`src/logic/mastermind_params.svh`:
```
`ifndef MASTERMIND_PARAMS_SVH
`define MASTERMIND_PARAMS_SVH

// Longest row the judge can score
`define MAX_PINS 8

// Bits per pin color, 16 colors
`define PIN_COLOR_W 4

// Number of distinct pin colors
`define PIN_COLORS (1 << `PIN_COLOR_W)

// Holds 0 up to MAX_PINS
`define PIN_COUNT_W 4

// Guess counter, saturates at all ones
`define GUESS_COUNT_W 8

`endif

```
`src/logic/mastermind_pkg.sv`:
```
`include "mastermind_params.svh"

package mastermind_pkg;

	typedef logic [`PIN_COLOR_W-1:0]           pin_color_t;
	typedef logic [`MAX_PINS*`PIN_COLOR_W-1:0] pin_row_t;   // Pin 0 in the low bits
	typedef logic [`PIN_COUNT_W-1:0]           pin_count_t;
	typedef logic [`GUESS_COUNT_W-1:0]         guess_count_t;

	typedef enum logic [1:0] {
		GAME_PLAYING,
		GAME_SOLVED,
		GAME_LOST
	} game_state_t;

	// Color of one position in a row
	function automatic pin_color_t pin_at(input pin_row_t row, input int unsigned idx);
		return row[idx*`PIN_COLOR_W +: `PIN_COLOR_W];
	endfunction

	// One bit per position that takes part in the game
	function automatic logic [`MAX_PINS-1:0] active_mask(input pin_count_t pins_count);
		logic [`MAX_PINS-1:0] mask;
		for (int i = 0; i < `MAX_PINS; i++) begin
			mask[i] = (i < int'(pins_count));
		end
		return mask;
	endfunction

endpackage

```
`src/logic/exact_matcher.sv`:
```
`timescale 1ns/1ps
`include "mastermind_params.svh"

module exact_matcher (
	input  logic                      CLK_PLL,
	input  logic                      reset,
	input  logic                      guess_valid,
	input  mastermind_pkg::pin_row_t   guess,
	input  mastermind_pkg::pin_row_t   secret,
	input  mastermind_pkg::pin_count_t pins_count,
	output logic                      exact_valid,
	output mastermind_pkg::pin_count_t exact_count
);
	import mastermind_pkg::*;

	logic [`MAX_PINS-1:0] match_d;
	logic [`MAX_PINS-1:0] match_q;   // Stage 1 mask
	logic                 s1_valid;
	pin_count_t           hits_d;

	// Unused positions never match, whatever their colors
	always_comb begin
		for (int i = 0; i < `MAX_PINS; i++) begin
			match_d[i] = (pin_at(guess, i) == pin_at(secret, i));
		end
		match_d = match_d & active_mask(pins_count);
	end

	// Population count of the mask
	always_comb begin
		hits_d = '0;
		for (int i = 0; i < `MAX_PINS; i++) begin
			hits_d = hits_d + pin_count_t'(match_q[i]);
		end
	end

	always_ff @(posedge CLK_PLL) begin
		if (reset) begin
			s1_valid    <= 1'b0;
			exact_valid <= 1'b0;
		end else begin
			s1_valid    <= guess_valid;
			exact_valid <= s1_valid;
		end
	end

	always_ff @(posedge CLK_PLL) begin
		if (guess_valid)
			match_q <= match_d;
		if (s1_valid)
			exact_count <= hits_d;
	end

endmodule

```
`src/logic/color_tally.sv`:
```
`timescale 1ns/1ps
`include "mastermind_params.svh"

module color_tally (
	input  logic                      CLK_PLL,
	input  logic                      reset,
	input  logic                      guess_valid,
	input  mastermind_pkg::pin_row_t   guess,
	input  mastermind_pkg::pin_row_t   secret,
	input  mastermind_pkg::pin_count_t pins_count,
	output logic                      common_valid,
	output mastermind_pkg::pin_count_t common_count
);
	import mastermind_pkg::*;

	// One count per color, guess side and secret side
	pin_count_t guess_hist_d  [`PIN_COLORS];
	pin_count_t secret_hist_d [`PIN_COLORS];
	pin_count_t guess_hist_q  [`PIN_COLORS];
	pin_count_t secret_hist_q [`PIN_COLORS];

	logic [`MAX_PINS-1:0] active;
	logic                 s1_valid;
	pin_count_t           common_d;

	assign active = active_mask(pins_count);

	// Stage 1 histograms over the active positions only
	always_comb begin
		for (int c = 0; c < `PIN_COLORS; c++) begin
			guess_hist_d[c]  = '0;
			secret_hist_d[c] = '0;
			for (int i = 0; i < `MAX_PINS; i++) begin
				if (active[i] && pin_at(guess, i) == pin_color_t'(c))
					guess_hist_d[c] = guess_hist_d[c] + 1'b1;
				if (active[i] && pin_at(secret, i) == pin_color_t'(c))
					secret_hist_d[c] = secret_hist_d[c] + 1'b1;
			end
		end
	end

	// Taking the smaller count per color means a pin is paired at most once,
	// so a color guessed twice against one secret pin scores a single match
	always_comb begin
		common_d = '0;
		for (int c = 0; c < `PIN_COLORS; c++) begin
			if (guess_hist_q[c] < secret_hist_q[c])
				common_d = common_d + guess_hist_q[c];
			else
				common_d = common_d + secret_hist_q[c];
		end
	end

	always_ff @(posedge CLK_PLL) begin
		if (reset) begin
			s1_valid     <= 1'b0;
			common_valid <= 1'b0;
		end else begin
			s1_valid     <= guess_valid;
			common_valid <= s1_valid;
		end
	end

	always_ff @(posedge CLK_PLL) begin
		if (guess_valid) begin
			for (int c = 0; c < `PIN_COLORS; c++) begin
				guess_hist_q[c]  <= guess_hist_d[c];
				secret_hist_q[c] <= secret_hist_d[c];
			end
		end
		if (s1_valid)
			common_count <= common_d;   // Stage 2
	end

endmodule

```
`src/logic/hint_combiner.sv`:
```
`timescale 1ns/1ps

module hint_combiner (
	input  logic                        CLK_PLL,
	input  logic                        reset,
	input  logic                        new_game,
	input  logic                        exact_valid,
	input  logic                        common_valid,
	input  mastermind_pkg::pin_count_t   exact_count,
	input  mastermind_pkg::pin_count_t   common_count,
	input  mastermind_pkg::pin_count_t   pins_count,
	input  mastermind_pkg::guess_count_t guesses_max,
	output logic                        hint_valid,
	output mastermind_pkg::pin_count_t   green,
	output mastermind_pkg::pin_count_t   yellow,
	output mastermind_pkg::guess_count_t guess_number,
	output mastermind_pkg::game_state_t  game_state
);
	import mastermind_pkg::*;

	game_state_t  state;
	guess_count_t guess_count;
	guess_count_t next_count;
	logic         flush;          // Drops the last result of the old game
	logic         result_valid;
	logic         scored;

	// A guess sampled one edge before new_game shows up one edge after it
	assign result_valid = exact_valid && common_valid && !flush;
	assign scored       = result_valid && state == GAME_PLAYING;

	// Saturating increment
	assign next_count = (guess_count == '1) ? guess_count : guess_count + 1'b1;

	always_ff @(posedge CLK_PLL) begin
		if (reset) begin
			state       <= GAME_PLAYING;
			guess_count <= '0;
			hint_valid  <= 1'b0;
			flush       <= 1'b0;
		end else if (new_game) begin
			state       <= GAME_PLAYING;
			guess_count <= '0;
			hint_valid  <= 1'b0;
			flush       <= 1'b1;
		end else begin
			flush      <= 1'b0;
			hint_valid <= scored;
			case (state)
				GAME_PLAYING: begin
					if (result_valid) begin
						guess_count <= next_count;
						if (exact_count == pins_count)
							state <= GAME_SOLVED;
						else if (next_count == guesses_max)
							state <= GAME_LOST;
					end
				end
				GAME_SOLVED, GAME_LOST: begin
					state <= state;   // Held until the next new_game
				end
				default: begin
					state <= GAME_PLAYING;
				end
			endcase
		end
	end

	// Common count never falls below the exact count
	always_ff @(posedge CLK_PLL) begin
		if (scored) begin
			green  <= exact_count;
			yellow <= common_count - exact_count;
		end
	end

	assign guess_number = guess_count;
	assign game_state   = state;

endmodule

```
`src/logic/mastermind_judge.sv`:
```
`timescale 1ns/1ps

module mastermind_judge (
	input  logic                        CLK_PLL,
	input  logic                        reset,
	input  logic                        new_game,
	input  mastermind_pkg::pin_count_t   pins_count,
	input  mastermind_pkg::guess_count_t guesses_max,
	input  mastermind_pkg::pin_row_t     secret,
	input  logic                        guess_valid,
	input  mastermind_pkg::pin_row_t     guess,
	output logic                        hint_valid,
	output mastermind_pkg::pin_count_t   green,
	output mastermind_pkg::pin_count_t   yellow,
	output mastermind_pkg::guess_count_t guess_number,
	output mastermind_pkg::game_state_t  game_state
);
	import mastermind_pkg::*;

	logic       exact_valid;
	pin_count_t exact_count;
	logic       common_valid;
	pin_count_t common_count;

	// Green path
	exact_matcher u_exact (
		.CLK_PLL     (CLK_PLL),
		.reset       (reset),
		.guess_valid (guess_valid),
		.guess       (guess),
		.secret      (secret),
		.pins_count  (pins_count),
		.exact_valid (exact_valid),
		.exact_count (exact_count)
	);

	// Any-position color matches
	color_tally u_tally (
		.CLK_PLL      (CLK_PLL),
		.reset        (reset),
		.guess_valid  (guess_valid),
		.guess        (guess),
		.secret       (secret),
		.pins_count   (pins_count),
		.common_valid (common_valid),
		.common_count (common_count)
	);

	hint_combiner u_combiner (
		.CLK_PLL      (CLK_PLL),
		.reset        (reset),
		.new_game     (new_game),
		.exact_valid  (exact_valid),
		.common_valid (common_valid),
		.exact_count  (exact_count),
		.common_count (common_count),
		.pins_count   (pins_count),
		.guesses_max  (guesses_max),
		.hint_valid   (hint_valid),
		.green        (green),
		.yellow       (yellow),
		.guess_number (guess_number),
		.game_state   (game_state)
	);

endmodule

```
`config.mk`:
```
export PLATFORM = sky130hd
export DESIGN_NAME = mastermind_judge
export DESIGN_NICKNAME = d
export VERILOG_FILES = /design/src/logic/mastermind_pkg.sv /design/src/logic/exact_matcher.sv /design/src/logic/color_tally.sv /design/src/logic/hint_combiner.sv /design/src/logic/mastermind_judge.sv
export VERILOG_INCLUDE_DIRS = /design/src /design/src/logic
export SDC_FILE = /design/constraint.sdc
export NUM_CORES = 1
export LEC_CHECK = 0
export ABC_CLOCK_PERIOD_IN_PS = 12800
export BUFFER_PORTS_ARGS = -buffer_cell sky130_fd_sc_hd__buf_2
export CAP_MARGIN = 0
export CORE_ASPECT_RATIO = 1.4
export CORE_MARGIN = 4
export CORE_UTILIZATION = 50
export DETAILED_ROUTE_END_ITERATION = 6
export PLACE_DENSITY_LB_ADDON = 0.3
export SYNTH_ARGS = -nofsm -noshare
export SYNTH_HDL_FRONTEND = slang
export SYNTH_SLANG_ARGS = --single-unit
```
`constraint.sdc`:
```
create_clock -name CLK_PLL -period 12.8 [get_ports CLK_PLL]
set_input_delay 2.56 -clock CLK_PLL [delete_from_list [all_inputs] [get_ports CLK_PLL]]
set_output_delay 2.56 -clock CLK_PLL [all_outputs]
set_load 0.1 [all_outputs]
```
==> results of run 1 <==
-- worst max-delay path by stage --
stage,to,slack [ns],depth (start not counted)
floorplan,u_tally.common_count[3],2.30,30
global placement,u_tally.common_count[3],1.85,30
detailed placement,u_tally.common_count[3],1.74,30
CTS,u_tally.common_count[3],1.74,30
global route,u_tally.common_count[3],1.38,30
finish,u_tally.common_count[3],1.80,30
-- worst max-delay path, delay by kind of cell (launching register included) --
family,cells,cell delay (ns)
buffers and inverters,2,0.14
adder cells (fa/ha/maj),17,8.14
XOR/XNOR,5,0.71
AO/OA/AOI/OAI,5,0.96
flip-flops,1,0.40
multiplexers,1,0.40
-- state kept, by name, summed over array words and instances (netlist names) --
name	cells
u_tally.secret_hist_q	64
u_exact.match_q	8
u_tally.common_valid	1
u_tally.s1_valid	1
u_combiner.game_state	2
u_combiner.hint_valid	1
u_combiner.flush	1
u_combiner.green	4
u_exact.exact_count	4
u_tally.guess_hist_q	64
u_combiner.yellow	4
u_combiner.guess_number	8
u_tally.common_count	4
-- power groups by stage --
stage	registers [mW]	logic (mW)	clock network [mW]
final	0.927	6.39	0.505
after global routing	0.910	7.13	0.537
after CTS	0.926	6.44	0.510
after detailed placement	0.939	6.40	0
after global placement	0.937	6.17	0
after floorplan	0.931	5.35	0
-- synthesized netlist by cell type, types with 20 or more instances --
library cell | n | share of area [%]
ha_1 | 325 | 16
inv_1 | 274 | 4.0
xnor2_1 | 251 | 8.6
nand2_1 | 245 | 3.6
xor2_1 | 201 | 6.9
nor2_1 | 186 | 2.7
edfxtp_1 | 152 | 18
nand3_1 | 131 | 2.6
a21oi_1 | 126 | 2.5
mux2_2 | 100 | 4.4
nor3_1 | 91 | 1.8
nand4_1 | 60 | 1.5
mux2i_1 | 57 | 2.2
nand2b_1 | 53 | 1.3
a21o_1 | 52 | 1.5
o21ai_0 | 47 | 0.92
clkbuf_1 | 44 | 0.65
nor2b_1 | 34 | 0.83
and3_1 | 32 | 0.78
a31oi_1 | 31 | 0.76
xnor3_1 | 31 | 2.7
buf_2 | 28 | 0.55
o211ai_1 | 23 | 0.68
xnor2_2 | 21 | 1.3
fa_1 | 20 | 1.6
-- stage by stage --
step	worst slack, ns	instances	cell area (sq um)
final	1.804	3608	27030
after global routing	1.382	3606	27030
after CTS	1.741	3604	27020
after detailed placement	1.741	3572	26460
after global placement	1.846	3572	26460
after floorplan	2.302	2912	25520
-- area by class of cell --
cell class | count | share of cell area, %
Multi-Input combinational cell | 2384 | 71.14
Timing Repair Buffer | 105 | 2.032
Inverter | 274 | 3.805
Sequential cell | 166 | 17.92
Tap cell | 643 | 2.976
Antenna cell | 4 | 0.03703
Clock buffer | 18 | 1.588
Clock inverter | 14 | 0.4999
-- placed cells by master, fill, tap and decap left out, types with 31 or more instances in the layout --
| cell | Yosys | routed |
|---|---|---|
| xnor3_1 | 31 | 31 |
| mux2i_1 | 57 | 57 |
| nor3_1 | 91 | 91 |
| nor2b_1 | 34 | 34 |
| buf_2 | 28 | 97 |
| edfxtp_1 | 152 | 152 |
| xnor2_1 | 251 | 251 |
| and3_1 | 32 | 32 |
| a21o_1 | 52 | 52 |
| nand2_1 | 245 | 245 |
| nor2_1 | 186 | 186 |
| xor2_1 | 201 | 201 |
| a31oi_1 | 31 | 31 |
| nand3_1 | 131 | 131 |
| ha_1 | 325 | 325 |
| a21oi_1 | 126 | 126 |
| o21ai_0 | 47 | 47 |
| inv_1 | 274 | 274 |
| nand4_1 | 60 | 60 |
| mux2_2 | 100 | 100 |
| nand2b_1 | 53 | 53 |
-- cell families after synthesis --
group / after synthesis
buffers and inverters: 362
DFF: 166
AOI/OAI and AO/OA: 373
adders and majority gates: 345
and+or+nand+nor: 981
muxes: 160
xor gates and xnor gates: 525
-- layer usage --
metal  track usage [%]  vias up
met5                 0        -
met3             3.004      224
li1                  -    10310
met4             17.05        4
met1             33.61    10260
met2             47.95      739
==> results.cfg, run 1 <==
[synthesis]
synth_area_sq_um = 25520
avgSynthCellArea_sq_um = 8.763
postSynthCellCount = 2912
synth_top_family_by_area = XOR/XNOR gates
yosysSeqAreaShare_pct = 18.99
yosys.cell_types.count = 99
synth_nets = 3337
synth_edf_count = 152
ys_warn_count = 0
synthArstFlopShare_pct = 0
synth_top_flop_cell = edfxtp_1
synth_xor_area_share_pct = 21.47
synth_fa_ha_area_share_pct = 17.51
muxShareOfSynthArea_pct = 6.821
synth-simple-area-share_pct = 20.09
ys_ff_latch = 166
synth_compound_area_share_pct = 9.459

[clock_network]
cts_resized = 0
cts_setup_buffers = 0
cts-root-buf = clkbuf_16
cts_max_level = 4
numCtsBuffers = 17
max-clock-path-buffers = 2
cts_tree = yes
cts_hold_buf = 0
clk_pin_slew_ns = 0.07
clkSinkCount = 166
clk_latency_ns = 0.45

[run_status]
outcome = finished, final reports clean

[floorplanning]
dieArea_sq_um = 54760
die_h_um = 275.3
start_util_pct = 50.78
core-area_sq_um = 50250
row_count = 97
io_pins = 99
die_x_um = 198.9

[worst_setup_path]
rrSetupSlack_ns = 1.80
cp_slowest_cell = fa_1
slowest_delay_ns = 0.58
cp-start-kind = register
crit_path_start = u_tally.guess_hist_q[0][5]
cp.required_ns = 12.99
criticalPathCategory = register to register
r2r_end = u_tally.common_count[3]
cp-end-kind = register
crit_fanout = 5
crit_top_cell = fa_1
critPathArrivalTime_ns = 11.19
r2r_cells = 30
rr_startpoint = u_tally.guess_hist_q[0][5]

[sta]
fin_worst_skew_ns = 0.01562
post-route-period-util_pct = 85.90
rsz0062_at_grt = no
drv_slew = 0
hold_viol = 0
period_needed_ns = 11.00
finalSetupTns_ns = 0
setup_violations = 0
max-slew-margin-rel_pct = 30.38
fmax_mhz = 90.95
whs_ns = 0.5100
tightest_slew_ns = 1.044

[cells_and_area]
num-fill-cells = 4627
nNetsFinal = 3373
area_growth_pct = 5.943
drive_gt1_share_pct = 11.18
postLayoutCoreUtil_pct = 53.80
register_area_sq_um = 4845
multi_input_area_sq_um = 19230

[detailed_routing]
viasPerCell = 5.967
met3_wirelength_um = 4241
wl_met1_um = 30770
drtPass1Iterations = 5
routed-wl-met2_um = 37090
drc = 0
highest_layer = met5
routedWlPerCell_um = 21.58
drt_iter0_drc = 1493
ant_nets = 0
wl_um = 77870
vias = 21530

[grt]
grt_remaining_overflow = 0
grt_pass1_vias = 21090
grt_max_degree = 83
antenna_found_initial = 8
grt_pass1_wl_um = 118300
track_usage_pct = 27.98

[min_path]
hold-path-endpoint = u_combiner.game_state[0]
hp-start = u_combiner.game_state[0]
min_delay_path_depth = 2
hp-class = register to register

[pwr]
p_leak_nw = 12.49
p_int_mw = 4.417
p_total_mw = 7.820
share_comb_of_total_power_pct = 81.7
power_frac_seq_pct = 11.8
p_clk_share_pct = 6.5
p_sw_mw = 3.403
switching_share_pct = 43.51
power-per-cell-area_nw_per_um2 = 289.3
ir_drop_v = 0.0009143

[placement]
io_buffers = 98
dpl.hpwl_um = 65520
gp_congestion = 0.9887

[run]
cap_violations = 0
Note: power is estimated with default switching activity, not from simulation.
==> inputs of run 2 (changes only) <==
Settings changed: ABC_CLOCK_PERIOD_IN_PS 12800 to 10700, SYNTH_HIERARCHICAL set to 1, TNS_END_PERCENT set to 30.
Clock period 12.8 ns to 10.7 ns, I/O delays scaled along.
==> results.cfg, run 2 <==
[detailed_routing]
drtPass1Iterations = 7
ant_nets = 0
vias = 22580
drc = 3
drt_iter0_drc = 1557
viasPerCell = 6.085
routedWlPerCell_um = 21.91
wl_um = 81300

[sta]
hold_viol = 0
fin_worst_skew_ns = 0.009326
finalSetupTns_ns = 0
whs_ns = 0.5114
rsz0062_at_grt = yes
fmax_mhz = 94.09
tightest_slew_ns = 1.084
post-route-period-util_pct = 99.33
period_needed_ns = 10.63
worst_slack_ns = 0.07222
setup_violations = 0
max-slew-margin-rel_pct = 27.75
drv_slew = 0

[synthesis]
synth_edf_count = 152
synth_area_leaders = edfxtp_1, ha_1, xnor2_1
synthMostInstantiatedCell = ha_1
yosys.cell_types.count = 112
avgSynthCellArea_sq_um = 8.742
ys_warn_count = 6
synth_area_sq_um = 26090
netlist_top_cells_count = ha_1, xnor2_1, nand2_1
postSynthCellCount = 2984
yosysSeqAreaShare_pct = 18.73
synth_nets = 3409
synth_top_flop_cell = edfxtp_1
ys_ff_latch = 168
synth_top_area_share_pct = 17.50
synthArstFlopShare_pct = 0
synth_area_leader_cell = edfxtp_1

[clock_network]
cts_tree = yes
clkSinkCount = 168
cts_hold_buf = 0
numCtsBuffers = 17
clk_pin_slew_ns = 0.07
max-clock-path-buffers = 2
clk_latency_ns = 0.45
cts-root-buf = clkbuf_16
cts_max_level = 4

[worst_setup_path]
slowest_delay_ns = 0.59
cp_slowest_cell = fa_1
cp.required_ns = 10.90
crit_fanout = 5
crit_top_cell = fa_1
cp-end-kind = register
cp-start-kind = register
rrSetupSlack_ns = 0.07
critPathArrivalTime_ns = 10.82
criticalPathCategory = register to register

[floorplanning]
dieArea_sq_um = 55940
io_pins = 99
die_h_um = 278.3
row_count = 98
start_util_pct = 50.77
core-area_sq_um = 51380
die_x_um = 201.0

[grt]
track_usage_pct = 27.97
antenna_found_initial = 7
grt_remaining_overflow = 0
grt_max_degree = 86
grt_pass1_wl_um = 123100
grt_pass1_vias = 21900

[placement]
dp_slack_ns = -0.5528
io_buffers = 98
placed_area_sq_um = 27050
dpl.hpwl_um = 67920
dp.cells = 3668
gp_congestion = 1.018

[cells_and_area]
nNetsFinal = 3467
register_area_sq_um = 4885
layout_common_cells = ha_1, xnor2_1, nand2_1, inv_1, nor2_1
drive_gt1_share_pct = 12.08
final_area_sq_um = 27720
reg_top3 = u_tally/guess_hist_q: 64 flops, u_tally/secret_hist_q: 64 flops
multi_input_area_sq_um = 19870
layout_commonest_cell = ha_1
postLayoutCoreUtil_pct = 53.96
layout.cells.non_filler = 3710
area_growth_pct = 6.269
num-fill-cells = 4692

[run_status]
outcome = complete, but fails checks
violations = DRC

[pwr]
power-per-cell-area_nw_per_um2 = 338.9
p_leak_nw = 12.61
p_total_mw = 9.395
ir_drop_v = 0.001091

[min_path]
hp-class = register to register

[run]
cap_violations = 0
==> run 2: cell count changes in the layout (fill, tap and decap cells not counted), sizes merged, moves of 18 or more <==
cell,change
nor2,+22
mux2i,-18
inv,-32
nand4,+25
xnor2,+39
nand3,-25
nand2,+32
==> run 2: path summary, 6_finish.rpt <==
| check | end | cells past startpoint | from |
|---|---|---|---|
| setup reg to reg | u_tally/common_count[3] | 28 | u_tally/guess_hist_q[0][1] |
| hold reg to reg | u_combiner/green[2] | 0 | u_exact/exact_count[2] |
| hold / removal | u_combiner/green[2] | 0 | u_exact/exact_count[2] |
| setup / recovery | u_tally/common_count[3] | 28 | u_tally/guess_hist_q[0][1] |
==> run 2: critical path: cells and delay by family, from the launching register on <==
kind	cells	cell delay, ns
AO/OA/AOI/OAI	5	0.88
XOR/XNOR	5	0.73
adder cells (fa/ha/maj)	17	8.02
flip-flops	1	0.41
multiplexers	1	0.33
==> run 2: timing repair <==
item                                   CTS  global route
pin swaps                               15             2
setup endpoints to repair                1             1
endpoints found under the hold margin    0             0
buffers inserted                         5             0
gates resized for setup                  2             5
==> run 2: area by class of cell <==
type	count	area share [%]
diodes	5	0.04514
clock buffers	17	1.535
clock inverters	15	0.5642
inverters	244	3.304
multi-input cells	2494	71.69
flip-flops and latches	168	17.62
well taps	650	2.934
repair buffers	117	2.306
==> run 2: where the power goes <==
part	switching [mW]	internal (mW)	leakage (nW)	total (mW)
logic	3.78	3.91	10.8	7.69
clock network	0.301	0.311	0.277	0.612
registers	0.0313	1.06	1.57	1.09
total	4.11	5.28	12.6	9.39
==> run 2: logic make-up after synthesis <==
group | after synthesis | synth area share, %
AO/OA/AOI/OAI | 418 | 11.09
XOR/XNOR | 536 | 20.27
adder cells (fa/ha/maj) | 345 | 17.12
buffers and inverters | 322 | 5.305
flip-flops | 168 | 18.73
multiplexers | 140 | 5.852
AND/OR/NAND/NOR | 1055 | 21.63
==> run 2: layer usage <==
| metal | part of all wire (%) | vias up | GRT usage [%] |
|---|---|---|---|
| li1 | - | 10740 | - |
| met1 | 41 | 10770 | 33.64 |
| met2 | 46 | 817 | 47.01 |
| met3 | 5.5 | 243 | 3.951 |
| met4 | 7.5 | 6 | 17.78 |
| met5 | 0.050 | - | 0 |
